<file path="config.mk">
export PLATFORM = sky130hd
export DESIGN_NAME = vga_timing
export DESIGN_NICKNAME = d
export VERILOG_FILES = /design/src/rtl/term_pkg.sv /design/src/rtl/vga_timing.sv
export SDC_FILE = /design/constraint.sdc
export NUM_CORES = 1
export LEC_CHECK = 0
export BUFFER_PORTS_ARGS = -buffer_cell sky130_fd_sc_hd__buf_4
export CORE_ASPECT_RATIO = 0.7
export CORE_MARGIN = 5
export CORE_UTILIZATION = 55
export DETAILED_ROUTE_END_ITERATION = 10
export PLACE_DENSITY = 0.87
export SLEW_MARGIN = 20
export SYNTH_ARGS = -nofsm -noshare
export SYNTH_HDL_FRONTEND = slang
export SYNTH_SLANG_ARGS = --single-unit
</file>
<file path="constraint.sdc">
create_clock -name clk -period 5.35 [get_ports clk]
set_clock_uncertainty 0.2 [all_clocks]
set_input_delay 0.535 -clock clk [delete_from_list [all_inputs] [get_ports clk]]
set_output_delay 0.535 -clock clk [all_outputs]
set_load 0.05 [all_outputs]
</file>
<file path="src/rtl/term_pkg.sv">
package term_pkg;

  // character grid and glyph cell size
  localparam int COLS = 80;
  localparam int ROWS = 30;
  localparam int CELLS = 2400;
  localparam int CELL_W = 8;
  localparam int CELL_H = 16;

  // 640x480 timing, both syncs active low
  localparam int H_ACTIVE = 640;
  localparam int H_FP = 16;
  localparam int H_SYNC = 96;
  localparam int H_BP = 48;
  localparam int H_TOTAL = 800;
  localparam int V_ACTIVE = 480;
  localparam int V_FP = 10;
  localparam int V_SYNC = 2;
  localparam int V_BP = 33;
  localparam int V_TOTAL = 525;

  localparam logic [7:0] SC_BREAK = 8'hf0;
  localparam logic [7:0] SC_EXT = 8'he0;
  localparam logic [7:0] SC_ENTER = 8'h5a;
  localparam logic [7:0] SC_BKSP = 8'h66;
  localparam logic [7:0] CH_SPACE = 8'h20;

  typedef enum logic [1:0] {
    KEY_PRINT,
    KEY_NEWLINE,
    KEY_BKSP
  } key_kind_t;

  typedef struct packed {
    logic       valid;
    key_kind_t  kind;
    logic [7:0] ascii;
  } key_event_t;

  typedef struct packed {
    logic [9:0] h;
    logic [9:0] v;
    logic       active;
  } vga_pos_t;

  typedef struct packed {
    logic hsync;
    logic vsync;
    logic blank_n;
  } vga_sync_t;

  // set 2 make codes, 0 means no printable character
  function automatic logic [7:0] scan_to_ascii(input logic [7:0] code);
    logic [7:0] ch;
    case (code)
      8'h1c: ch = "a";
      8'h32: ch = "b";
      8'h21: ch = "c";
      8'h23: ch = "d";
      8'h24: ch = "e";
      8'h2b: ch = "f";
      8'h34: ch = "g";
      8'h33: ch = "h";
      8'h43: ch = "i";
      8'h3b: ch = "j";
      8'h42: ch = "k";
      8'h4b: ch = "l";
      8'h3a: ch = "m";
      8'h31: ch = "n";
      8'h44: ch = "o";
      8'h4d: ch = "p";
      8'h15: ch = "q";
      8'h2d: ch = "r";
      8'h1b: ch = "s";
      8'h2c: ch = "t";
      8'h3c: ch = "u";
      8'h2a: ch = "v";
      8'h1d: ch = "w";
      8'h22: ch = "x";
      8'h35: ch = "y";
      8'h1a: ch = "z";
      8'h45: ch = "0";
      8'h16: ch = "1";
      8'h1e: ch = "2";
      8'h26: ch = "3";
      8'h25: ch = "4";
      8'h2e: ch = "5";
      8'h36: ch = "6";
      8'h3d: ch = "7";
      8'h3e: ch = "8";
      8'h46: ch = "9";
      8'h29: ch = CH_SPACE;
      default: ch = 8'h00;
    endcase
    return ch;
  endfunction

endpackage

</file>
<file path="src/rtl/vga_timing.sv">
`timescale 1ns/100ps

module vga_timing (
  input  logic                clk,
  input  logic                rst_n,
  output term_pkg::vga_pos_t  pos,
  output term_pkg::vga_sync_t sync
);

  logic [9:0] h_cnt;
  logic [9:0] v_cnt;
  logic       active;
  logic       h_in_sync;
  logic       v_in_sync;

  always_ff @(posedge clk) begin
    if (!rst_n) begin
      h_cnt <= 10'd0;
      v_cnt <= 10'd0;
    end else if (h_cnt == 10'(term_pkg::H_TOTAL - 1)) begin
      h_cnt <= 10'd0;
      if (v_cnt == 10'(term_pkg::V_TOTAL - 1)) begin
        v_cnt <= 10'd0;
      end else begin
        v_cnt <= v_cnt + 10'd1;
      end
    end else begin
      h_cnt <= h_cnt + 10'd1;
    end
  end

  assign active = (h_cnt < 10'(term_pkg::H_ACTIVE)) && (v_cnt < 10'(term_pkg::V_ACTIVE));

  // sync windows start after the front porch
  assign h_in_sync = (h_cnt >= 10'(term_pkg::H_ACTIVE + term_pkg::H_FP)) &&
                     (h_cnt < 10'(term_pkg::H_ACTIVE + term_pkg::H_FP + term_pkg::H_SYNC));
  assign v_in_sync = (v_cnt >= 10'(term_pkg::V_ACTIVE + term_pkg::V_FP)) &&
                     (v_cnt < 10'(term_pkg::V_ACTIVE + term_pkg::V_FP + term_pkg::V_SYNC));

  assign pos = '{h: h_cnt, v: v_cnt, active: active};
  assign sync = '{hsync: !h_in_sync, vsync: !v_in_sync, blank_n: active};

endmodule

</file>
==> reports/results.ini <==
[outcome]
status = finished, final reports clean

[critical_path]
cp.required_ns = 4.62
arrival_ns = 2.04
crit_fanout = 7
cp-end-kind = output pin
crit_path_start = v_cnt[1]
crit_type = register to output pin
worstReg2RegStart = h_cnt[0]
start_kind = register

[global_routing]
overflow = 0
met1_usage_pct = 21.85
grt_pass1_vias = 866
grt_pass1_wl_um = 4064
use_met3_pct = 6.459
antenna_found_initial = 0
grt_use_total_pct = 17.54
grt_max_degree = 16
busiest_layer = met2
use_met2_pct = 29.34

[drt]
ant_nets = 0
routed_wl_um = 2473
drc = 0
dr.pass1.iters = 4
drt-wirelength-per-cell_um = 14.72
drt_iter0_markers = 32
dr_total_vias = 979
viasPerCell = 5.827

[yosys]
synth_area_per_cell_um2 = 8.738
syn_nets = 129
yosys_warnings = 0
ys_seq_area_share_pct = 37.25
synth_flop_cell = dfxtp_1
synthesis.area_mm2 = 0.001075
netlist_instances = 123
ys_ff_latch = 20
synth_edf_count = 0
async_flop_share_pct = 0
yosysUniqueCellTypes = 37

[cts]
clkLatencyLatePin_ns = 0.31
cts.clk_slew.worst_paths_ns = 0.10
cts_tree = built
cts_buffers = 3
ctsLongestPathBuffers = 2
h-tree-depth = 1
hold_buffers = 0
cts_setup_buffers = 0
clock-sinks = 20
clock-root-buffer = clkbuf_4
postCtsResizedCells = 0

[sta]
tns_ns = 0
hold_viol_final = 0
period_minus_slack_ns = 2.774
timing.slew.headroom_pct = 45.44
fin_crit_sh_pct = 51.85
slew_viol_final = 0
rsz0062_at_grt = no
max_freq_ghz = 0.3605
setup_violations = 0
tightest_slew_ns = 0.8071

[floorplanning]
die_area_mm2 = 0.002952
die_h_um = 46.99
core_area_mm2 = 0.001854
start_util_pct = 57.96
die_w_um = 62.84
rows = 13
pin_count = 26

[placement]
dp_hpwl_um = 1767
io_buffer_count = 25
gp_congestion = 0.7841

[worst_hold_path]
min_from = h_cnt[0]
hp-class = register to register

[cells_and_area]
final_net_count = 153
layout-drive-gt1-share_pct = 22.60
layout_common_cells = 25 x buf_4, 20 x dfxtp_1, 10 x nand2_1, 10 x nor2_1, 9 x o21ai_0
layout-area-overhead-vs-synth_pct = 19.79
layout_commonest_cell = buf_4
diodes = 0
utilization_pct = 69.43

[job]
cap_violations = 0

[power]
ir_worst_vdd_mv = 0.2324
power.leakage_nw = 0.5273
power.density_mw_per_mm2 = 200.3

-- state kept, by name, indices dropped and copies added, names as in the netlist --
name and cells:
h_cnt 10, v_cnt 10
-- worst max-delay path, stage by stage (launching register included) --
cell,delay (ns)
dfxtp_1,0.46
inv_1,0.09
or4b_2,0.68
or3_1,0.32
buf_4,0.19
-- metal layers --
| layer | vias up | part of all wire [%] |
|---|---|---|
| li1 | 486 | - |
| met1 | 467 | 48 |
| met2 | 22 | 46 |
| met3 | 4 | 4.9 |
| met4 | 0 | 1.7 |
| met5 | - | 0 |
-- final timing paths --
path / cells past startpoint / slack, ns / endpoint
hold / removal: 1 / 0.32 / h_cnt[0]
hold reg to reg: 1 / 0.32 / h_cnt[0]
setup reg to reg: 5 / 3.09 / v_cnt[2]
setup / recovery: 4 / 2.58 / sync[1]
-- cell families (layout without fill, tap and decap cells) --
family / Yosys count / after routing / synth area share [%]
adder cells (fa/ha/maj): 4 / 4 / 4.657
flip-flops: 20 / 20 / 37.25
AO/OA/AOI/OAI: 21 / 21 / 11.99
buffers and inverters: 10 / 33 / 5.005
AND/OR/NAND/NOR: 58 / 58 / 32.83
multiplexers: 1 / 1 / 0.9314
XOR/XNOR: 9 / 9 / 7.335
-- Yosys cell counts, types with 2 or more instances --
library cell  instances  share of area (%)
nor2_1               10                3.5
a21boi_1              5                3.5
dfxtp_1              20                 37
xor2_1                7                5.7
inv_1                 4                1.4
ha_1                  4                4.7
buf_4                 2                1.4
or4_1                 4                2.8
or3_1                 2                1.2
and4_1                3                2.4
xnor2_1               2                1.6
o21ai_0               9                4.2
clkbuf_1              2               0.70
a21oi_1               2               0.93
and2_1                4                2.3
nand3_1               7                3.3
nand4_1               3                1.7
and3_1                5                2.9
nand2_1              10                3.5
-- report_power, final --
group	leakage [nW]	total, mW	internal, mW	switching (mW)
Sequential	0.162	0.153	0.151	0.00248
Clock	0.0210	0.0881	0.0415	0.0466
Combinational	0.345	0.0164	0.00530	0.0111
-- layout make-up --
| cell class | count | area [um2] |
|---|---|---|
| sequential | 20 | 400.4 |
| tap | 22 | 27.53 |
| inverter | 4 | 15.01 |
| fill | 161 | 566.8 |
| timing repair buffer | 25 | 187.7 |
| clock buffer | 4 | 36.28 |
| multi-input combinational | 93 | 620.6 |
-- metrics by stage --
stage	power (mW)	hold WS, ns	instances	instance area [um2]	worst slack [ns]
floorplan	0.1677	0.4744	123	1075	2.624
global placement	0.1727	0.2728	164	1251	2.959
detailed placement	0.1732	0.2961	164	1251	2.933
CTS	0.2593	0.3213	168	1287	2.596
global route	0.2673	0.3433	168	1287	2.523
finish	0.2578	0.3249	168	1287	2.576
Note: power is estimated with default switching activity, not from simulation.
