===== src/rtl/term_pkg.sv =====
package term_pkg;

  // character grid and glyph cell size
  localparam int COLS = 80;
  localparam int ROWS = 30;
  localparam int CELLS = 2400;
  localparam int CELL_W = 8;
  localparam int CELL_H = 16;

  // 640x480 timing, both syncs active low
  localparam int H_ACTIVE = 640;
  localparam int H_FP = 16;
  localparam int H_SYNC = 96;
  localparam int H_BP = 48;
  localparam int H_TOTAL = 800;
  localparam int V_ACTIVE = 480;
  localparam int V_FP = 10;
  localparam int V_SYNC = 2;
  localparam int V_BP = 33;
  localparam int V_TOTAL = 525;

  localparam logic [7:0] SC_BREAK = 8'hf0;
  localparam logic [7:0] SC_EXT = 8'he0;
  localparam logic [7:0] SC_ENTER = 8'h5a;
  localparam logic [7:0] SC_BKSP = 8'h66;
  localparam logic [7:0] CH_SPACE = 8'h20;

  typedef enum logic [1:0] {
    KEY_PRINT,
    KEY_NEWLINE,
    KEY_BKSP
  } key_kind_t;

  typedef struct packed {
    logic       valid;
    key_kind_t  kind;
    logic [7:0] ascii;
  } key_event_t;

  typedef struct packed {
    logic [9:0] h;
    logic [9:0] v;
    logic       active;
  } vga_pos_t;

  typedef struct packed {
    logic hsync;
    logic vsync;
    logic blank_n;
  } vga_sync_t;

  // set 2 make codes, 0 means no printable character
  function automatic logic [7:0] scan_to_ascii(input logic [7:0] code);
    logic [7:0] ch;
    case (code)
      8'h1c: ch = "a";
      8'h32: ch = "b";
      8'h21: ch = "c";
      8'h23: ch = "d";
      8'h24: ch = "e";
      8'h2b: ch = "f";
      8'h34: ch = "g";
      8'h33: ch = "h";
      8'h43: ch = "i";
      8'h3b: ch = "j";
      8'h42: ch = "k";
      8'h4b: ch = "l";
      8'h3a: ch = "m";
      8'h31: ch = "n";
      8'h44: ch = "o";
      8'h4d: ch = "p";
      8'h15: ch = "q";
      8'h2d: ch = "r";
      8'h1b: ch = "s";
      8'h2c: ch = "t";
      8'h3c: ch = "u";
      8'h2a: ch = "v";
      8'h1d: ch = "w";
      8'h22: ch = "x";
      8'h35: ch = "y";
      8'h1a: ch = "z";
      8'h45: ch = "0";
      8'h16: ch = "1";
      8'h1e: ch = "2";
      8'h26: ch = "3";
      8'h25: ch = "4";
      8'h2e: ch = "5";
      8'h36: ch = "6";
      8'h3d: ch = "7";
      8'h3e: ch = "8";
      8'h46: ch = "9";
      8'h29: ch = CH_SPACE;
      default: ch = 8'h00;
    endcase
    return ch;
  endfunction

endpackage


===== src/rtl/key_decoder.sv =====
`timescale 1ns/100ps

module key_decoder (
  input  logic                 clk,
  input  logic                 rst_n,
  input  logic [7:0]           rx_byte,
  input  logic                 rx_strobe,
  output term_pkg::key_event_t key_event
);

  logic                br_flag;
  logic [7:0]          mapped;
  logic                next_valid;
  term_pkg::key_kind_t next_kind;
  logic                valid_q;
  term_pkg::key_kind_t kind_q;
  logic [7:0]          ascii_q;

  always_comb begin
    mapped = term_pkg::scan_to_ascii(rx_byte);
    next_kind = term_pkg::KEY_PRINT;
    next_valid = (mapped != 8'h00);
    if (rx_byte == term_pkg::SC_ENTER) begin
      next_kind = term_pkg::KEY_NEWLINE;
      next_valid = 1'b1;
    end else if (rx_byte == term_pkg::SC_BKSP) begin
      next_kind = term_pkg::KEY_BKSP;
      next_valid = 1'b1;
    end
  end

  always_ff @(posedge clk) begin
    if (!rst_n) begin
      br_flag <= 1'b0;
      valid_q <= 1'b0;
    end else begin
      valid_q <= 1'b0;
      if (rx_strobe) begin
        if (rx_byte == term_pkg::SC_BREAK) begin
          br_flag <= 1'b1;
        end else if (br_flag) begin
          // released key code, swallowed
          br_flag <= 1'b0;
        end else if (rx_byte != term_pkg::SC_EXT) begin
          valid_q <= next_valid;
        end
      end
    end
  end

  always_ff @(posedge clk) begin
    if (rx_strobe) begin
      kind_q <= next_kind;
      ascii_q <= mapped;
    end
  end

  assign key_event = '{valid: valid_q, kind: kind_q, ascii: ascii_q};

endmodule


===== config.mk =====
export PLATFORM = sky130hd
export DESIGN_NAME = key_decoder
export DESIGN_NICKNAME = d
export VERILOG_FILES = /design/src/rtl/term_pkg.sv /design/src/rtl/key_decoder.sv
export SDC_FILE = /design/constraint.sdc
export NUM_CORES = 1
export LEC_CHECK = 0
export BUFFER_PORTS_ARGS = -buffer_cell sky130_fd_sc_hd__buf_2
export CORE_ASPECT_RATIO = 1.4
export CORE_MARGIN = 4
export CORE_UTILIZATION = 45
export CTS_CLUSTER_SIZE = 24
export DETAILED_ROUTE_END_ITERATION = 8
export PLACE_DENSITY = 0.69
export SYNTH_ARGS = -nofsm -noshare
export SYNTH_HDL_FRONTEND = slang
export SYNTH_SLANG_ARGS = --single-unit

===== constraint.sdc =====
create_clock -name clk -period 1.8 [get_ports clk]
set_input_delay 0.27 -clock clk [delete_from_list [all_inputs] [get_ports clk]]
set_output_delay 0.27 -clock clk [all_outputs]
set_load 0.1 [all_outputs]

==> qor.yml <==
status:
  status: "completed"
sta:
  clock_skew_ps: 4.10
  finalCritPeriodShare: 0.958
  timing_hold_violations_final: 0
  setup_viol: 0
  fin_crit_ps: 1720
  final_max_slew_viol_count: 0
  holdWs_ps: 268
  timing.fmax_mhz: 580
setup_path:
  path_cells: "buf_2 -> inv_2 -> ha_1 -> and2b_1 -> a211oi_1 -> or4_4 -> o22ai_2 -> nor4b_2 -> a21oi_1"
  ff2ff_path_depth: 2
  required_ps: 2000
  crit_family: "simple AND/OR/NAND/NOR gates"
  worstPathArrival_ps: 1920
  crit_slowest_cell: "or4_4"
  timing.rr.start: "br_flag$_SDFFE_PN0P_"
  reg2reg_slack_ps: 1050
  startpoint_type: "input port"
  cp.buffers_inverters: 2
  cpPeakStageDelay_ps: 490
  reg2reg_to: "valid_q$_SDFF_PP0_"
  worstSetupPathType: "input port to register"
  crit_start: "rx_byte[1]"
  worst_setup_path_end_kind: "register"
  cp_max_fo: 6
synth:
  synth_top_flop_cell: "edfxtp_1"
  yosysTopAreaCellShare: 0.219
  yosysSeqAreaShare: 0.251
  synth_cell_types: 52
  synthArstFlopShare: 0
  synth_area_per_cell_um2: 8.19
  synth_cells: 151
  synth_area_leaders: "edfxtp_1 22%, ha_1 7.1%, nand2_1 6.1%"
  synth_edf_count: 9
  synth_top_cell_by_area: "edfxtp_1"
  syn_nets: 169
  synth_warnings: 0
  netlist_area_um2: 1240
  synth-seq-cells: 11
floorplanning:
  die_width_um: 52.3
  die-area_um2: 3660
  boundaryPins: 22
  placementRows: 22
  start_util: 0.473
  die_height_um: 70.0
  coreArea_um2: 2620
routing:
  drc: 0
  ant_nets: 0
  wl_per_cell_um: 16.1
  vias: 1419
  wl_um: 3920
  first_pass_iters: 4
  via_per_inst: 5.84
  drt_iter0_drc: 63
cts:
  clkTransAtPathRegs_ps: 70
  cts_buffers: 3
  cts_max_level: 1
  clkLatencyLatePin_ps: 270
  clk_path_buf_depth: 2
  cts_root_buffer: "clkbuf_4"
  ctsHoldBuffers: 0
  cts_sinks: 11
  cts_tree: "done"
global_route:
  grt_pass1_vias: 1392
  grt_overflow_total: 0
  grt_pass1_wl_um: 6250
  gr-usage-all-layers: 0.224
  antenna_found_initial: 0
  grt_start_max_net_pins: 17
power:
  p_per_area_nw_per_um2: 533
  vdd_ir_drop_max_v: 0.000360
  power.total_mw: 0.899
  p_leak_nw: 0.762
min_path:
  hold_end: "br_flag$_SDFFE_PN0P_"
  whs_path_depth: 2
  hp-class: "input port to register"
  hold_start: "rst_n"
final_layout:
  syn_to_final_growth_pct: 36.5
  fin_util: 0.645
  fin_nets: 226
  final_cell_count_no_fill: 243
  final_layout_size_suffix_gt1_frac: 0.396
  num_antenna_cells: 0
  design_area_um2: 1690
job:
  drv_cap: 0
placement:
  dp.cells: 238
  place_area_um2: 1630
  place_congestion: 1.01
  io_buffers: 20
  hpwlAfterDp_um: 3240
[cell families (layout without fill, tap and decap cells)]
family	count (synthesis)	in the layout	share of synthesized area
buffers and inverters	17	73	0.0759
AO/OA/AOI/OAI	48	48	0.278
adder cells (fa/ha/maj)	7	7	0.0708
multiplexers	2	2	0.0172
other	1	1	0.00303
flip-flops	11	11	0.251
AND/OR/NAND/NOR	65	65	0.304
[what timing repair did]
action | in CTS | in global routing
resized for setup | 2 | 7
pin swaps | 0 | 2
setup endpoints to repair | 1 | 3
buffers inserted | 1 | 0
[layer usage]
metal,GRT usage,wire length (µm)
met5,0,0
met1,0.225,1430
met2,0.405,2030
met4,0.165,240
met3,0.0171,223
[state kept, by name (all words and copies together) (netlist names)]
signal and flops:
br_flag 1, kind_q 2, valid_q 1, ascii_q 7
[power by group]
group	internal (mW)	total, mW	switching, mW
Clock	0.0858	0.163	0.0776
Sequential	0.293	0.296	0.00307
Combinational	0.149	0.440	0.291
Total	0.528	0.899	0.371
[area by class of cell]
class | instances | area [µm²]
Inverter | 6 | 22.5
Multi-Input combinational cell | 123 | 861
Timing Repair Buffer | 63 | 423
Fill cell | 241 | 927
Clock buffer | 4 | 26.3
Tap cell | 36 | 45.0
Sequential cell | 11 | 310
[synthesized netlist by cell type, drive strengths merged (2+ instances only)]
library cell and count:
o32ai 2, and3 3, nor2 8, o2111a 2, a211oi 2, a311oi 4
nand2b 9, a21boi 2, nand2 21, dfxtp 2, inv 6, nand4 2
or3b 2, and2b 2, ha 7, o211ai 3, o21ai 10, buf 10
o211a 2, nor2b 4, a211o 2, edfxtp 9, or2b 2, o22ai 2
nor3 2, nor4b 2, a21oi 10, a31oi 2, nand3 2
[how the worst max path moves through the flow]
stage / endpoint / cells past startpoint
6_report: valid_q$_SDFF_PP0_ / 9
5_1_grt: valid_q$_SDFF_PP0_ / 10
4_1_cts: valid_q$_SDFF_PP0_ / 10
3_5_place_dp: valid_q$_SDFF_PP0_ / 9
3_3_place_gp: valid_q$_SDFF_PP0_ / 9
2_1_floorplan: valid_q$_SDFF_PP0_ / 8
[cells in the final DEF (no fill, tap or decap), types with 3 or more instances in the layout]
cell type  instances
buf_4             43
nand2_1           20
buf_2             20
a21oi_1           10
nand2b_1           9
edfxtp_1           9
o21ai_0            7
nor2_1             7
ha_1               5
nor2b_1            4
inv_1              4
and3_1             3
a311oi_1           3
o211ai_1           3
clkbuf_4           3
[stage by stage]
stage	setup slack [ps]	setup TNS, ps
after floorplan	21.5	0
final	75.3	0
after CTS	2.08	0
after detailed placement	-338	-1260
after global routing	-8.74	-8.74
after global placement	-341	-1260
No activity file was read; power rests on OpenSTA's default activity.
