[config.mk]
export PLATFORM = sky130hd
export DESIGN_NAME = glyph_render
export DESIGN_NICKNAME = d
export VERILOG_FILES = /design/src/rtl/term_pkg.sv /design/src/rtl/glyph_render.sv
export SDC_FILE = /design/constraint.sdc
export NUM_CORES = 1
export LEC_CHECK = 0
export BUFFER_PORTS_ARGS = -buffer_cell sky130_fd_sc_hd__buf_2
export CELL_PAD_IN_SITES_DETAIL_PLACEMENT = 0
export CELL_PAD_IN_SITES_GLOBAL_PLACEMENT = 1
export CORE_UTILIZATION = 22
export DETAILED_ROUTE_END_ITERATION = 16
export PLACE_DENSITY = 0.83
export SYNTH_ARGS = -nofsm -noshare
export SYNTH_HDL_FRONTEND = slang
export SYNTH_SLANG_ARGS = --single-unit
[constraint.sdc]
create_clock -name clk -period 1.7 [get_ports clk]
set_input_delay 0 -clock clk [delete_from_list [all_inputs] [get_ports clk]]
set_output_delay 0 -clock clk [all_outputs]
set_load 0.01 [all_outputs]
[src/rtl/term_pkg.sv]
package term_pkg;

  // character grid and glyph cell size
  localparam int COLS = 80;
  localparam int ROWS = 30;
  localparam int CELLS = 2400;
  localparam int CELL_W = 8;
  localparam int CELL_H = 16;

  // 640x480 timing, both syncs active low
  localparam int H_ACTIVE = 640;
  localparam int H_FP = 16;
  localparam int H_SYNC = 96;
  localparam int H_BP = 48;
  localparam int H_TOTAL = 800;
  localparam int V_ACTIVE = 480;
  localparam int V_FP = 10;
  localparam int V_SYNC = 2;
  localparam int V_BP = 33;
  localparam int V_TOTAL = 525;

  localparam logic [7:0] SC_BREAK = 8'hf0;
  localparam logic [7:0] SC_EXT = 8'he0;
  localparam logic [7:0] SC_ENTER = 8'h5a;
  localparam logic [7:0] SC_BKSP = 8'h66;
  localparam logic [7:0] CH_SPACE = 8'h20;

  typedef enum logic [1:0] {
    KEY_PRINT,
    KEY_NEWLINE,
    KEY_BKSP
  } key_kind_t;

  typedef struct packed {
    logic       valid;
    key_kind_t  kind;
    logic [7:0] ascii;
  } key_event_t;

  typedef struct packed {
    logic [9:0] h;
    logic [9:0] v;
    logic       active;
  } vga_pos_t;

  typedef struct packed {
    logic hsync;
    logic vsync;
    logic blank_n;
  } vga_sync_t;

  // set 2 make codes, 0 means no printable character
  function automatic logic [7:0] scan_to_ascii(input logic [7:0] code);
    logic [7:0] ch;
    case (code)
      8'h1c: ch = "a";
      8'h32: ch = "b";
      8'h21: ch = "c";
      8'h23: ch = "d";
      8'h24: ch = "e";
      8'h2b: ch = "f";
      8'h34: ch = "g";
      8'h33: ch = "h";
      8'h43: ch = "i";
      8'h3b: ch = "j";
      8'h42: ch = "k";
      8'h4b: ch = "l";
      8'h3a: ch = "m";
      8'h31: ch = "n";
      8'h44: ch = "o";
      8'h4d: ch = "p";
      8'h15: ch = "q";
      8'h2d: ch = "r";
      8'h1b: ch = "s";
      8'h2c: ch = "t";
      8'h3c: ch = "u";
      8'h2a: ch = "v";
      8'h1d: ch = "w";
      8'h22: ch = "x";
      8'h35: ch = "y";
      8'h1a: ch = "z";
      8'h45: ch = "0";
      8'h16: ch = "1";
      8'h1e: ch = "2";
      8'h26: ch = "3";
      8'h25: ch = "4";
      8'h2e: ch = "5";
      8'h36: ch = "6";
      8'h3d: ch = "7";
      8'h3e: ch = "8";
      8'h46: ch = "9";
      8'h29: ch = CH_SPACE;
      default: ch = 8'h00;
    endcase
    return ch;
  endfunction

endpackage

[src/rtl/glyph_render.sv]
`timescale 1ns/100ps

module glyph_render (
  input  logic                clk,
  input  logic                rst_n,
  input  term_pkg::vga_pos_t  pos,
  input  term_pkg::vga_sync_t sync,
  output logic [11:0]         rd_addr,
  input  logic [7:0]          rd_char,
  output logic [11:0]         font_addr,
  input  logic [7:0]          font_row,
  output term_pkg::vga_sync_t pix_sync,
  output logic [7:0]          vga_r,
  output logic [7:0]          vga_g,
  output logic [7:0]          vga_b
);

  logic [4:0]          cell_row;
  logic [6:0]          cell_col;
  logic [3:0]          s1_row;
  logic [2:0]          s1_col;
  logic                s1_active;
  term_pkg::vga_sync_t s1_sync;
  logic                pix_on;

  assign cell_row = pos.v[8:4];
  assign cell_col = pos.h[9:3];

  // blanking positions read cell 0 so the index stays inside the grid
  assign rd_addr = pos.active ?
    ({1'b0, cell_row, 6'b0} + {3'b0, cell_row, 4'b0} + {5'b0, cell_col}) : 12'd0;

  always_ff @(posedge clk) begin
    s1_row <= pos.v[3:0];
    s1_col <= pos.h[2:0];
  end

  assign font_addr = {rd_char, s1_row};

  // bit 7 of the glyph row is the leftmost pixel
  assign pix_on = font_row[3'd7 - s1_col] & s1_active;

  always_ff @(posedge clk) begin
    if (!rst_n) begin
      s1_active <= 1'b0;
      s1_sync <= '{hsync: 1'b1, vsync: 1'b1, blank_n: 1'b0};
      pix_sync <= '{hsync: 1'b1, vsync: 1'b1, blank_n: 1'b0};
      vga_r <= 8'd0;
      vga_g <= 8'd0;
      vga_b <= 8'd0;
    end else begin
      s1_active <= pos.active;
      s1_sync <= sync;
      pix_sync <= s1_sync;
      vga_r <= {8{pix_on}};
      vga_g <= {8{pix_on}};
      vga_b <= {8{pix_on}};
    end
  end

endmodule

==> results.py <==
metrics = {
    "synthesis": {
        "synthesis.area_sq_mm": 0.001018,
        "synthTopCellsByArea": "dfxtp_1, buf_4, ha_1",
        "synth_top_area_cell": "dfxtp_1",
        "synth_edf_count": 0,
        "synth_top_family_by_area": "buffers and inverters",
        "yosys_warnings": 0,
        "ys_ff_latch": 15,
        "synth_compound_area_share_pct": 5.651,
        "synth_most_common_cell": "buf_4",
        "netlist_instances": 108,
        "ys_types": 27,
        "yosys.area_share.simple_pct": 17.81,
        "synth_top_area_share_pct": 29.48,
        "synthTopCellsByCount": "buf_4, dfxtp_1, and2_1, ha_1, inv_1",
        "yosys.area_share.xor_xnor_pct": 0,
        "synth_fa_ha_area_share_pct": 14.99,
        "syn_area_per_cell_sq_um": 9.430,
        "synthesis.nets": 161,
        "synth_ff_type": "dfxtp_1",
        "synth.mux.area_fraction_pct": 5.405,
        "async_flop_share_pct": 0,
        "ys_seq_area_share_pct": 29.48,
    },
    "cts": {
        "htree_levels": 1,
        "clock_latency_ns": 0.25,
        "cts_made_buffers": 3,
        "clock_sinks": 15,
        "cts-root-buf": "clkbuf_8",
        "cts_tree": "built",
        "clk_path_buf_depth": 2,
    },
    "timing": {
        "min_period_over_period_pct": 108.3,
        "fmax_mhz": 543.3,
        "finClkSkew_ns": 0.0006973,
        "holdWs_ns": 0.000002819,
        "setup_viol": 4,
        "period_needed_ns": 1.841,
        "layout_setup_ws_ns": -0.1407,
        "finalHoldViolations": 0,
        "rsz0062_at_grt": "true",
        "worstMarginPinSlew_ns": 0.4923,
        "drv_slew": 0,
        "slew_headroom_pct": 67.13,
    },
    "detailed_routing": {
        "drtPass1Iterations": 4,
        "ant_nets": 0,
        "drc": 0,
        "drt_wl_total_mm": 2.238,
        "via_count": 929,
        "drt_iter0_drc": 15,
        "viasPerCell": 4.057,
        "avgRoutedWirePerCell_um": 9.773,
    },
    "placed_design": {
        "io_buffers": 75,
        "gp_congestion": 0.6787,
        "post-place-ws_ns": -0.2069,
        "hpwl_mm": 1.696,
        "place_area_sq_mm": 0.001280,
    },
    "finish": {
        "final_nets": 231,
        "layout-drive-gt1-share_pct": 58.19,
        "final_cell_area_sq_mm": 0.001524,
        "syn_to_final_growth_pct": 49.63,
        "diodes": 0,
        "final_core_util_pct": 34.52,
    },
    "min_path": {
        "hp-start": "rd_char[6]",
        "hold_end": "font_addr[10]",
        "hold_path.class": "primary input to primary output",
        "whs_path_depth": 0,
    },
    "setup_path": {
        "end_kind": "primary output",
        "cp.required_ns": 1.70,
        "ff2ff_setup_slack_ns": 0.52,
        "start_kind": "primary input",
        "reg2reg_to": "vga_b[0]",
        "path_max_fanout": 2,
        "timing.rr.start": "s1_col[0]",
        "path_class": "primary input to primary output",
        "cp.arrival_ns": 1.84,
        "rr_worst_depth": 3,
    },
    "global_routing": {
        "grt_max_degree": 25,
        "grt_pass1_vias": 891,
        "track_usage_pct": 9.761,
        "grt_overflow": 0,
        "antenna_found_initial": 0,
        "grt_pass1_wl_mm": 3.795,
    },
    "floorplan": {
        "core_sq_mm": 0.004414,
        "io_pins": 93,
        "die_height_um": 70.04,
        "die-area_sq_mm": 0.004906,
        "num_rows": 24,
        "die_w_um": 70.04,
        "start_util_pct": 23.07,
    },
    "power": {
        "p_per_area_mw_per_mm2": 659.7,
        "peakVddDrop_mv": 0.2097,
        "finalPower_mw": 1.005,
        "leakage_nw": 0.8087,
    },
    "flow_run": {
        "maxCapViolations": 0,
    },
    "status": {
        "violations": "negative setup slack",
        "status": "finished with violations",
    },
}
power by group:
part	internal (mW)	switching, mW	leakage [nW]	total (mW)
Sequential	0.369	0.00867	0.125	0.378
Clock	0.164	0.126	0.0217	0.290
Combinational	0.191	0.146	0.662	0.337
Total	0.724	0.281	0.809	1.01
metrics by stage:
stage	std cells	TNS [ns]
global placement	209	-0.4233
global route	229	-0.7411
detailed placement	209	-0.4705
CTS	229	-0.3224
floorplan	108	0
finish	229	-0.3441
per-layer routing:
layer  vias to the layer above  global-route usage (%)  part of all wire, %
li1                        464                       -                    -
met2                        66                   17.09                   48
met5                         -                       0                    0
met4                         0                   5.778                  1.7
met3                         4                   2.309                  9.7
met1                       395                   10.62                   40
state kept, by name, indices dropped and copies added (netlist names):
name,cells
vga_b,1
pix_sync,3
s1_active,1
s1_row,4
s1_col,3
s1_sync,3
final cells by class:
type / count / area [sq um]
fill: 439 / 2890
timing repair buffer: 97 / 589.3
multi-input combinational: 52 / 485.5
sequential: 15 / 300.3
tap: 52 / 65.06
clock buffer: 3 / 41.29
inverter: 9 / 35.03
clock inverter: 1 / 7.507
worst max-delay path, cell delays in order:
cell and delay [ns]:
buf_6 0.07, inv_2 0.03, fa_1 0.56, inv_2 0.05
ha_4 0.21, a211oi_2 0.20, nor2_1 0.08, or4_1 0.42
nand4_1 0.09, buf_2 0.13
cell usage in the layout (no fill, tap or decap), types with 2 or more instances in the layout:
| cell type | instances |
|---|---|
| and2_1 | 9 |
| buf_2 | 73 |
| buf_4 | 8 |
| buf_6 | 3 |
| clkbuf_8 | 3 |
| dfxtp_1 | 15 |
| dlygate4sd3_1 | 13 |
| ha_1 | 7 |
| ha_4 | 2 |
| inv_1 | 4 |
| inv_2 | 4 |
| mux4_2 | 2 |
| nand2_1 | 3 |
| nand2b_1 | 4 |
| nand4_1 | 3 |
| nor2_1 | 2 |
| nor2b_1 | 2 |
worst max path at each step:
stage | to | slack [ns] | cells past startpoint | startpoint
floorplan | rd_addr[10] | 0.03 | 8 | pos[20]
global placement | rd_addr[10] | -0.16 | 10 | pos[20]
detailed placement | rd_addr[10] | -0.21 | 10 | pos[20]
CTS | rd_addr[9] | -0.14 | 10 | pos[20]
global route | rd_addr[10] | -0.22 | 10 | pos[20]
finish | rd_addr[10] | -0.14 | 10 | pos[20]
cells by family after synthesis:
family	count (synthesis)
buffers and inverters	41
adders and majority gates	11
DFF	15
AOI/OAI and AO/OA	8
and+or+nand+nor	30
muxes	3
timing repair:
action	CTS	global route
hold buffers	13	0
pin swaps	5	3
endpoints found under the hold margin	12	0
gates resized for setup	9	2
setup buffers	3	2
endpoints found under the setup margin	4	5
Power figures use the tool's default switching activity.
