`config.mk`:
```
export PLATFORM = sky130hd
export DESIGN_NAME = ps2_rx
export DESIGN_NICKNAME = d
export VERILOG_FILES = /design/src/rtl/ps2_rx.sv
export SDC_FILE = /design/constraint.sdc
export NUM_CORES = 1
export LEC_CHECK = 0
export ABC_AREA = 1
export BUFFER_PORTS_ARGS = -buffer_cell sky130_fd_sc_hd__buf_4
export CAP_MARGIN = 10
export CORE_UTILIZATION = 40
export DETAILED_ROUTE_END_ITERATION = 8
export PLACE_DENSITY_LB_ADDON = 0.25
export SKIP_LAST_GASP = 1
export SYNTH_ARGS = -nofsm -noshare
export SYNTH_HDL_FRONTEND = slang
export SYNTH_SLANG_ARGS = --single-unit
```
`constraint.sdc`:
```
create_clock -name clk -period 2.2 [get_ports clk]
set_clock_uncertainty 0.1 [all_clocks]
set_input_delay 0.22 -clock clk [delete_from_list [all_inputs] [get_ports clk]]
set_output_delay 0.22 -clock clk [all_outputs]
set_load 0.05 [all_outputs]
```
`src/rtl/ps2_rx.sv`:
```
`timescale 1ns/100ps

module ps2_rx (
  input  logic       clk,
  input  logic       rst_n,
  input  logic       ps2_clk,
  input  logic       ps2_data,
  output logic [7:0] rx_byte,
  output logic       rx_strobe
);

  // [0] meta, [1] synced, [2] previous synced value
  logic [2:0] ps2_clk_q;
  logic [1:0] ps2_data_q;
  logic       clk_fall;
  logic       data_s;
  logic [3:0] bit_cnt;
  logic [9:0] shreg;
  logic       frame_ok;

  assign clk_fall = ps2_clk_q[2] & ~ps2_clk_q[1];
  assign data_s = ps2_data_q[1];

  // shreg[0] start, shreg[8:1] data, shreg[9] parity, data_s is the stop bit
  assign frame_ok = ~shreg[0] & data_s & (^shreg[9:1]);

  always_ff @(posedge clk) begin
    if (!rst_n) begin
      ps2_clk_q <= 3'b111;
      ps2_data_q <= 2'b11;
    end else begin
      ps2_clk_q <= {ps2_clk_q[1:0], ps2_clk};
      ps2_data_q <= {ps2_data_q[0], ps2_data};
    end
  end

  always_ff @(posedge clk) begin
    if (!rst_n) begin
      bit_cnt <= 4'd0;
      rx_strobe <= 1'b0;
    end else begin
      rx_strobe <= 1'b0;
      if (clk_fall) begin
        if (bit_cnt == 4'd10) begin
          bit_cnt <= 4'd0;
          rx_strobe <= frame_ok;
        end else if (bit_cnt != 4'd0 || !data_s) begin
          // wait for a low start bit before counting
          bit_cnt <= bit_cnt + 4'd1;
        end
      end
    end
  end

  always_ff @(posedge clk) begin
    if (clk_fall && bit_cnt != 4'd10) begin
      shreg <= {data_s, shreg[9:1]};
    end
    if (clk_fall && bit_cnt == 4'd10 && frame_ok) begin
      rx_byte <= shreg[8:1];
    end
  end

endmodule

```
==> results of run 1 <==
-- power groups by stage --
stage | Sequential (mW) | Clock (mW) | Combinational (mW)
after detailed placement | 0.585 | 0 | 0.0373
after global routing | 0.574 | 0.238 | 0.0443
after CTS | 0.573 | 0.211 | 0.0402
final | 0.573 | 0.200 | 0.0396
after global placement | 0.584 | 0 | 0.0361
after floorplan | 0.582 | 0 | 0.0265
-- cell type report --
class	count	area share
Multi-Input combinational cell	57	0.241
Sequential cell	28	0.566
Tap cell	30	0.0287
Inverter	17	0.0488
Clock inverter	1	0.00287
Clock buffer	3	0.0172
Timing Repair Buffer	16	0.0956
-- final timing paths --
kind | to | startpoint | slack, ns
worst min register to register | ps2_clk_q[1]$_SDFF_PN1_ | ps2_clk_q[0]$_SDFF_PN1_ | 0.33
worst max register to register | rx_byte[1]$_DFFE_PP_ | shreg[3]$_DFFE_PP_ | 0.48
worst min-delay path | rx_strobe$_SDFF_PN0_ | rst_n | 0.06
worst max-delay path | rx_byte[1]$_DFFE_PP_ | shreg[3]$_DFFE_PP_ | 0.48
-- through the flow --
step / cells / area (µm²)
after floorplan: 102 / 1120
after global placement: 146 / 1260
after detailed placement: 146 / 1260
after CTS: 152 / 1310
after global routing: 152 / 1310
final: 152 / 1310
-- placed cells by master, fill, tap and decap left out --
cell type and instances:
nor2_4 1, inv_1 14, nor3_1 1, a31oi_2 1, nand4_4 1, nand2_4 1
o21ai_1 2, nand2_1 19, dfxtp_1 10, a21oi_1 2, nor2_2 3, xnor2_1 1
or2_2 5, o21ai_2 1, nand4_1 1, nor2_1 7, buf_4 14, nand3_1 8
a211oi_2 1, edfxtp_1 18, clkbuf_4 3, clkinv_1 1, o21ai_0 2, inv_2 3
dlygate4sd3_1 2
-- cells by family after synthesis --
family / after synthesis / share of synthesized area
flops: 28 / 0.661
buf+inv: 17 / 0.0570
xor+xnor: 1 / 0.00782
compound gates: 9 / 0.0570
simple gates: 47 / 0.217
-- sequential cells by signal (all words and copies together), names as in the netlist --
name	flops
bit_cnt	4
ps2_data_q	2
shreg	10
rx_strobe	1
rx_byte	8
ps2_clk_q	3
-- per-layer routing --
layer	vias to the layer above	routed length (µm)	part of all wire	track usage
met5	-	0	0	0
met4	0	15	0.0089	0.0375
met3	2	45	0.027	0.0328
met2	10	797	0.47	0.197
met1	313	825	0.49	0.199
li1	371	-	-	-
-- worst max-delay path, delay by kind of cell (launching register included) --
family,cells,cell delay (ns)
AOI/OAI and AO/OA,1,0.08
buffers and inverters,3,0.32
DFF,1,0.49
and+or+nand+nor,6,0.46
-- repair_timing --
action                                  4_1_cts  5_1_grt
endpoints found under the setup margin        0        0
setup buffers                                 0        0
hold buffers                                  2        0
hold endpoints to repair                      2        0
==> key figures, run 1 <==
Route
  – Post-route ant nets: 0
  – Drt total wl: 1680 µm
  – DRC: 0
  – Pre-Repair DR Iteration Count: 4
  – Initial DRC count: 14
  – Routed length per instance: 11.1 µm
  – Via count: 696
  – Vias/cell: 4.58

Floorplanning
  – FP Rows: 18
  – Core Area: 0.00257 mm²
  – Chip Height: 54.9 µm
  – Width of the die: 54.9 µm
  – Io pins: 13
  – DIE AREA: 0.00302 mm²
  – Starting Density: 0.436

STA
  – Period utilization: 0.782
  – Hold_ws: 0.0617 ns
  – Final worst slack: 0.479 ns
  – Tmin final: 1.72 ns
  – Slew HR: 0.811
  – Worst slew pin tran: 0.283 ns
  – FMAX: 0.581 GHz
  – Setup-failing EPs final: 0
  – Number of hold violations in the final report: 0
  – Final setup TNS: 0 ns
  – Final Max Tran Viols: 0
  – RSZ-0062 raised after global routing: no

Power
  – Overall Power: 0.813 mW
  – Comb power frac: 0.049
  – Sw Pwr: 0.162 mW
  – Peak VDD IR: 0.369 mV
  – Reg power frac: 0.705
  – Clock share of power: 0.246
  – Power per cell area: 621 mW/mm²
  – Sw Ratio: 0.200
  – Lkg Pwr: 0.541 nW
  – Cell-internal power: 0.650 mW

Clocking
  – Clock buffer depth: 2
  – Worst-path clk slew: 0.14 ns
  – Sink Count: 28
  – Root Driver: clkbuf_4
  – TritonCTS buffer count: 3
  – CTS H-tree depth: 1
  – Clk_lat worst skew: 0.31 ns
  – CTS tree: done
  – Post-CTS Resized: 0

Synth
  – Top cells by area, synth: edfxtp_1 (48%), dfxtp_1 (18%), nand2_1 (6.4%)
  – Post-synth EDFFs: 18
  – Post-Syn Nets: 106
  – Synthesized area: 0.00112 mm²
  – Area leader, netlist: edfxtp_1
  – Synth top area share: 0.483
  – Most frequent cell after synthesis: nand2_1
  – Ys Warns: 0
  – Top_reg_cell synth: edfxtp_1
  – Post-synth cell types: 21
  – Asr flop ratio synth: 0
  – Seq cells post-synth: 28
  – Register area share after synthesis: 0.661
  – Top cells by instance count after synthesis: nand2_1 (19), edfxtp_1 (18), inv_1 (14)
  – Synth Instances: 102
  – Syn avg cell area: 11.0 µm²

Layout
  – Reg area: 741 µm²
  – Final core occ: 0.510
  – Multi-input logic area: 315 µm²
  – Diodes inserted: 0
  – Layout net count: 127
  – Fraction of layout cells with a size suffix above 1: 0.279
  – Synth-to-layout area growth: 16.9%
  – Fill count: 241

Hold path
  – Hold path depth: 3
  – Hold Crit Class: in -> reg

Placed design
  – RePlAce Congestion: 0.752
  – Detailed placement HPWL: 1290 µm
  – # port buffers: 12
  – Pre-CTS WS: 0.491 ns

Critical path
  – CP most frequent cell: nand2_1
  – Critical-path cell list: inv_1 -> nand2_1 -> nand2_1 -> o21ai_0 -> nand2_1 -> inv_1 -> nand2_1 -> nand3_1 -> nor2_1 -> buf_4
  – Type of origin of the critical path: flop
  – Max stage delay cell, worst path: edfxtp_1
  – Crit path required time: 2.15 ns
  – Max stage delay on crit path: 0.49 ns
  – Critical path type: reg -> reg
  – Critical Path AT: 1.67 ns
  – Crit. End Element: flop
  – FF-to-FF path depth: 10
  – Critical-path maximum fanout: 8

Global routing
  – Total grt overflow: 0
  – Initial antenna violation count: 0
  – First-pass GRT wire length: 2800 µm
  – Pin count of the biggest net entering global routing: 16
  – GRT Overall Usage: 0.135
  – Number of global-route vias before repair: 603

Status
  – Status: completed

Run
  – Max-cap violations: 0
No activity file was read; power rests on OpenSTA's default activity.
==> run 2, diff against run 1 <==
--- a/config.mk
+++ b/config.mk
@@ -5,7 +5,7 @@
 export SDC_FILE = /design/constraint.sdc
 export NUM_CORES = 1
 export LEC_CHECK = 0
-export ABC_AREA = 1
+export ABC_AREA = 0
 export BUFFER_PORTS_ARGS = -buffer_cell sky130_fd_sc_hd__buf_4
 export CAP_MARGIN = 10
 export CORE_UTILIZATION = 40
==> constraint.sdc (replaced) <==
create_clock -name clk -period 1.75 [get_ports clk]
set_clock_uncertainty 0.1 [all_clocks]
set_input_delay 0.175 -clock clk [delete_from_list [all_inputs] [get_ports clk]]
set_output_delay 0.175 -clock clk [all_outputs]
set_load 0.05 [all_outputs]
==> run 2 against run 1 <==
  * The run now ends with setup timing left
  * Cell area rose by 3.9%
  * Worst setup slack got worse by 0.68 ns
  * Clock power grew 30%
  * Wire length is 5.8% lower
  * Flip-flop and latch count stayed put
  * Critical path depth is 5 lower
  * Global-route usage rose by 0.15 points
  * Fmax decreased by 12%
  * Die area fell by 7.9%
  * Register-to-register slack got worse by 0.68 ns
  * Non-clock buffer count is 14 higher
  * Largest cell class unchanged
  * Largest power group unchanged
==> key figures, run 2 <==
Layout
  – Design area: 0.00136 mm²
  – Layout net count: 105
  – Synth-to-layout area growth: 32.2%
  – Fraction of layout cells with a size suffix above 1: 0.320
  – Fill count: 204
  – Largest register FFs: 10
  – Commonest cells after routing, fill and taps aside: buf_4 (24), edfxtp_1 (18), dfxtp_1 (10), nand2b_1 (6), dlygate4sd3_1 (5)
  – Multi-input logic area: 310 µm²
  – Biggest regs: shreg x10, rx_byte x8, bit_cnt x4
  – Top reg by flops: shreg
  – Reg area: 741 µm²
  – Final core occ: 0.554
  – Most common cell after layout, fill and taps aside: buf_4
  – Diodes inserted: 0

STA
  – RSZ-0062 raised after global routing: yes
  – Worst slew pin tran: 0.444 ns
  – Number of hold violations in the final report: 0
  – Tmin final: 1.95 ns
  – Final worst slack: -0.202 ns
  – Setup-failing EPs final: 8
  – Slew HR: 0.700
  – Period utilization: 1.12
  – FMAX: 0.512 GHz
  – Final Max Tran Viols: 0

Global routing
  – Total grt overflow: 0
  – Number of global-route vias before repair: 583
  – GRT Overall Usage: 0.137
  – Initial antenna violation count: 0
  – First-pass GRT wire length: 2500 µm
  – Pin count of the biggest net entering global routing: 16

Synth
  – Synth Instances: 66
  – Top cells by area, synth: edfxtp_1 (53%), dfxtp_1 (19%), nand2b_1 (3.6%)
  – Seq cells post-synth: 28
  – Post-synth cell types: 23
  – Ys Warns: 0
  – Most frequent cell after synthesis: edfxtp_1
  – Asr flop ratio synth: 0
  – Register area share after synthesis: 0.720
  – Syn avg cell area: 15.6 µm²
  – Top_reg_cell synth: edfxtp_1
  – Synth top area share: 0.526
  – Synthesized area: 0.00103 mm²
  – Top cells by instance count after synthesis: edfxtp_1 (18), dfxtp_1 (10), nand2b_1 (6)
  – Post-synth EDFFs: 18
  – Post-Syn Nets: 70
  – Area leader, netlist: edfxtp_1

Floorplanning
  – Core Area: 0.00245 mm²
  – Width of the die: 52.7 µm
  – DIE AREA: 0.00278 mm²
  – Io pins: 13
  – Starting Density: 0.419
  – Chip Height: 52.7 µm
  – FP Rows: 18

Status
  – Status: complete, but fails checks
  – Failing checks: setup timing

Power
  – Peak VDD IR: 0.474 mV
  – Lkg Pwr: 0.515 nW
  – Power per cell area: 767 mW/mm²

Route
  – DRC: 0
  – Routed length per instance: 12.2 µm
  – Initial DRC count: 4
  – Vias/cell: 4.68
  – Post-route ant nets: 0
  – Via count: 608
  – Drt total wl: 1590 µm
  – Pre-Repair DR Iteration Count: 4

Clocking
  – Sink Count: 28
  – TritonCTS buffer count: 3
  – CTS H-tree depth: 1
  – Worst-path clk slew: 0.14 ns
  – Clk_lat worst skew: 0.32 ns
  – CTS tree: done
  – Root Driver: clkbuf_4
  – Clock buffer depth: 2

Placed design
  – # port buffers: 12
  – Detailed placement HPWL: 1090 µm
  – Pre-CTS WS: -0.232 ns
  – RePlAce Congestion: 0.704
  – Placed cell areas: 0.00126 mm²

Critical path
  – Critical path type: reg -> reg
  – Critical-path maximum fanout: 8
  – Crit. End Element: flop
  – Crit path required time: 1.70 ns
  – Type of origin of the critical path: flop
  – Critical Path AT: 1.91 ns

Hold path
  – Hold Crit Class: reg -> reg

Run
  – Max-cap violations: 0
==> run 2: cell count changes in the layout (fill, tap and decap cells not counted), sizes merged, moves of 2 or more <==
cell | previous run | this run
o21ai | 5 | 3
xor2 | 0 | 3
nand4 | 2 | 0
nor3b | 0 | 2
nand2 | 20 | 1
nand3 | 8 | 0
nand2b | 0 | 6
nor2b | 0 | 4
nor2 | 11 | 2
buf | 14 | 25
xnor2 | 1 | 4
or2 | 5 | 0
dlygate4sd3 | 2 | 5
inv | 17 | 1
==> run 2: report_power, final <==
part | total [mW] | internal, mW | switching, mW
Combinational | 0.0656 | 0.0402 | 0.0254
Clock | 0.260 | 0.0837 | 0.177
Sequential | 0.718 | 0.710 | 0.00720
Total | 1.04 | 0.834 | 0.209
==> run 2: repair_timing <==
action / CTS / global route
gates resized for setup: 2 / 0
pin swaps: 5 / 2
endpoints found under the setup margin: 9 / 9
buffers inserted: 0 / 1
endpoints found under the hold margin: 5 / 0
hold buffers: 5 / 0
==> run 2: worst max-delay path, cell delays in order, from the launching register on <==
cell      delay (ns)
edfxtp_1        0.43
xnor2_1         0.18
xnor3_1         0.45
xnor2_2         0.18
nor3b_4         0.18
buf_6           0.16
==> run 2: cell type report <==
type / count / area share
Sequential cell: 28 / 0.545
Multi-Input combinational cell: 37 / 0.228
Timing Repair Buffer: 30 / 0.178
Tap cell: 30 / 0.0276
Clock buffer: 3 / 0.0166
Clock inverter: 1 / 0.00276
Inverter: 1 / 0.00276
==> run 2: worst paths after layout <==
path,startpoint,end,depth (start not counted),slack (ns)
min,ps2_data_q[0]$_SDFF_PN1_,ps2_data_q[1]$_SDFF_PN1_,1,0.33
min reg2reg,ps2_data_q[0]$_SDFF_PN1_,ps2_data_q[1]$_SDFF_PN1_,1,0.33
max,shreg[8]$_DFFE_PP_,rx_byte[0]$_DFFE_PP_,5,-0.20
max reg2reg,shreg[8]$_DFFE_PP_,rx_byte[0]$_DFFE_PP_,5,-0.20
==> run 2: routing by layer <==
| layer | up-vias | part of all wire | track usage |
|---|---|---|---|
| met1 | 278 | 0.45 | 0.164 |
| met5 | - | 0 | 0 |
| li1 | 309 | - | - |
| met4 | 0 | 0.032 | 0.118 |
| met2 | 17 | 0.48 | 0.207 |
| met3 | 4 | 0.036 | 0.0261 |
==> run 2: logic make-up (layout without fill, tap and decap cells) <==
kind of cell / count (synthesis) / in the layout / synth area share
flip-flops: 28 / 28 / 0.720
XOR/XNOR: 8 / 8 / 0.0998
AND/OR/NAND/NOR: 20 / 20 / 0.123
buffers and inverters: 1 / 35 / 0.00365
AO/OA/AOI/OAI: 9 / 9 / 0.0535
==> run 2: stage by stage <==
step           total power, mW  hold slack [ns]  instances  TNS (ns)
2_1_floorplan            0.768            0.148         66     -1.55
3_3_place_gp             0.787            0.260        120     -1.40
4_1_cts                   1.06            0.339        129     -1.62
6_report                  1.04            0.331        130     -1.56
5_1_grt                   1.09            0.365        130     -2.22
3_5_place_dp             0.789            0.268        120     -1.86
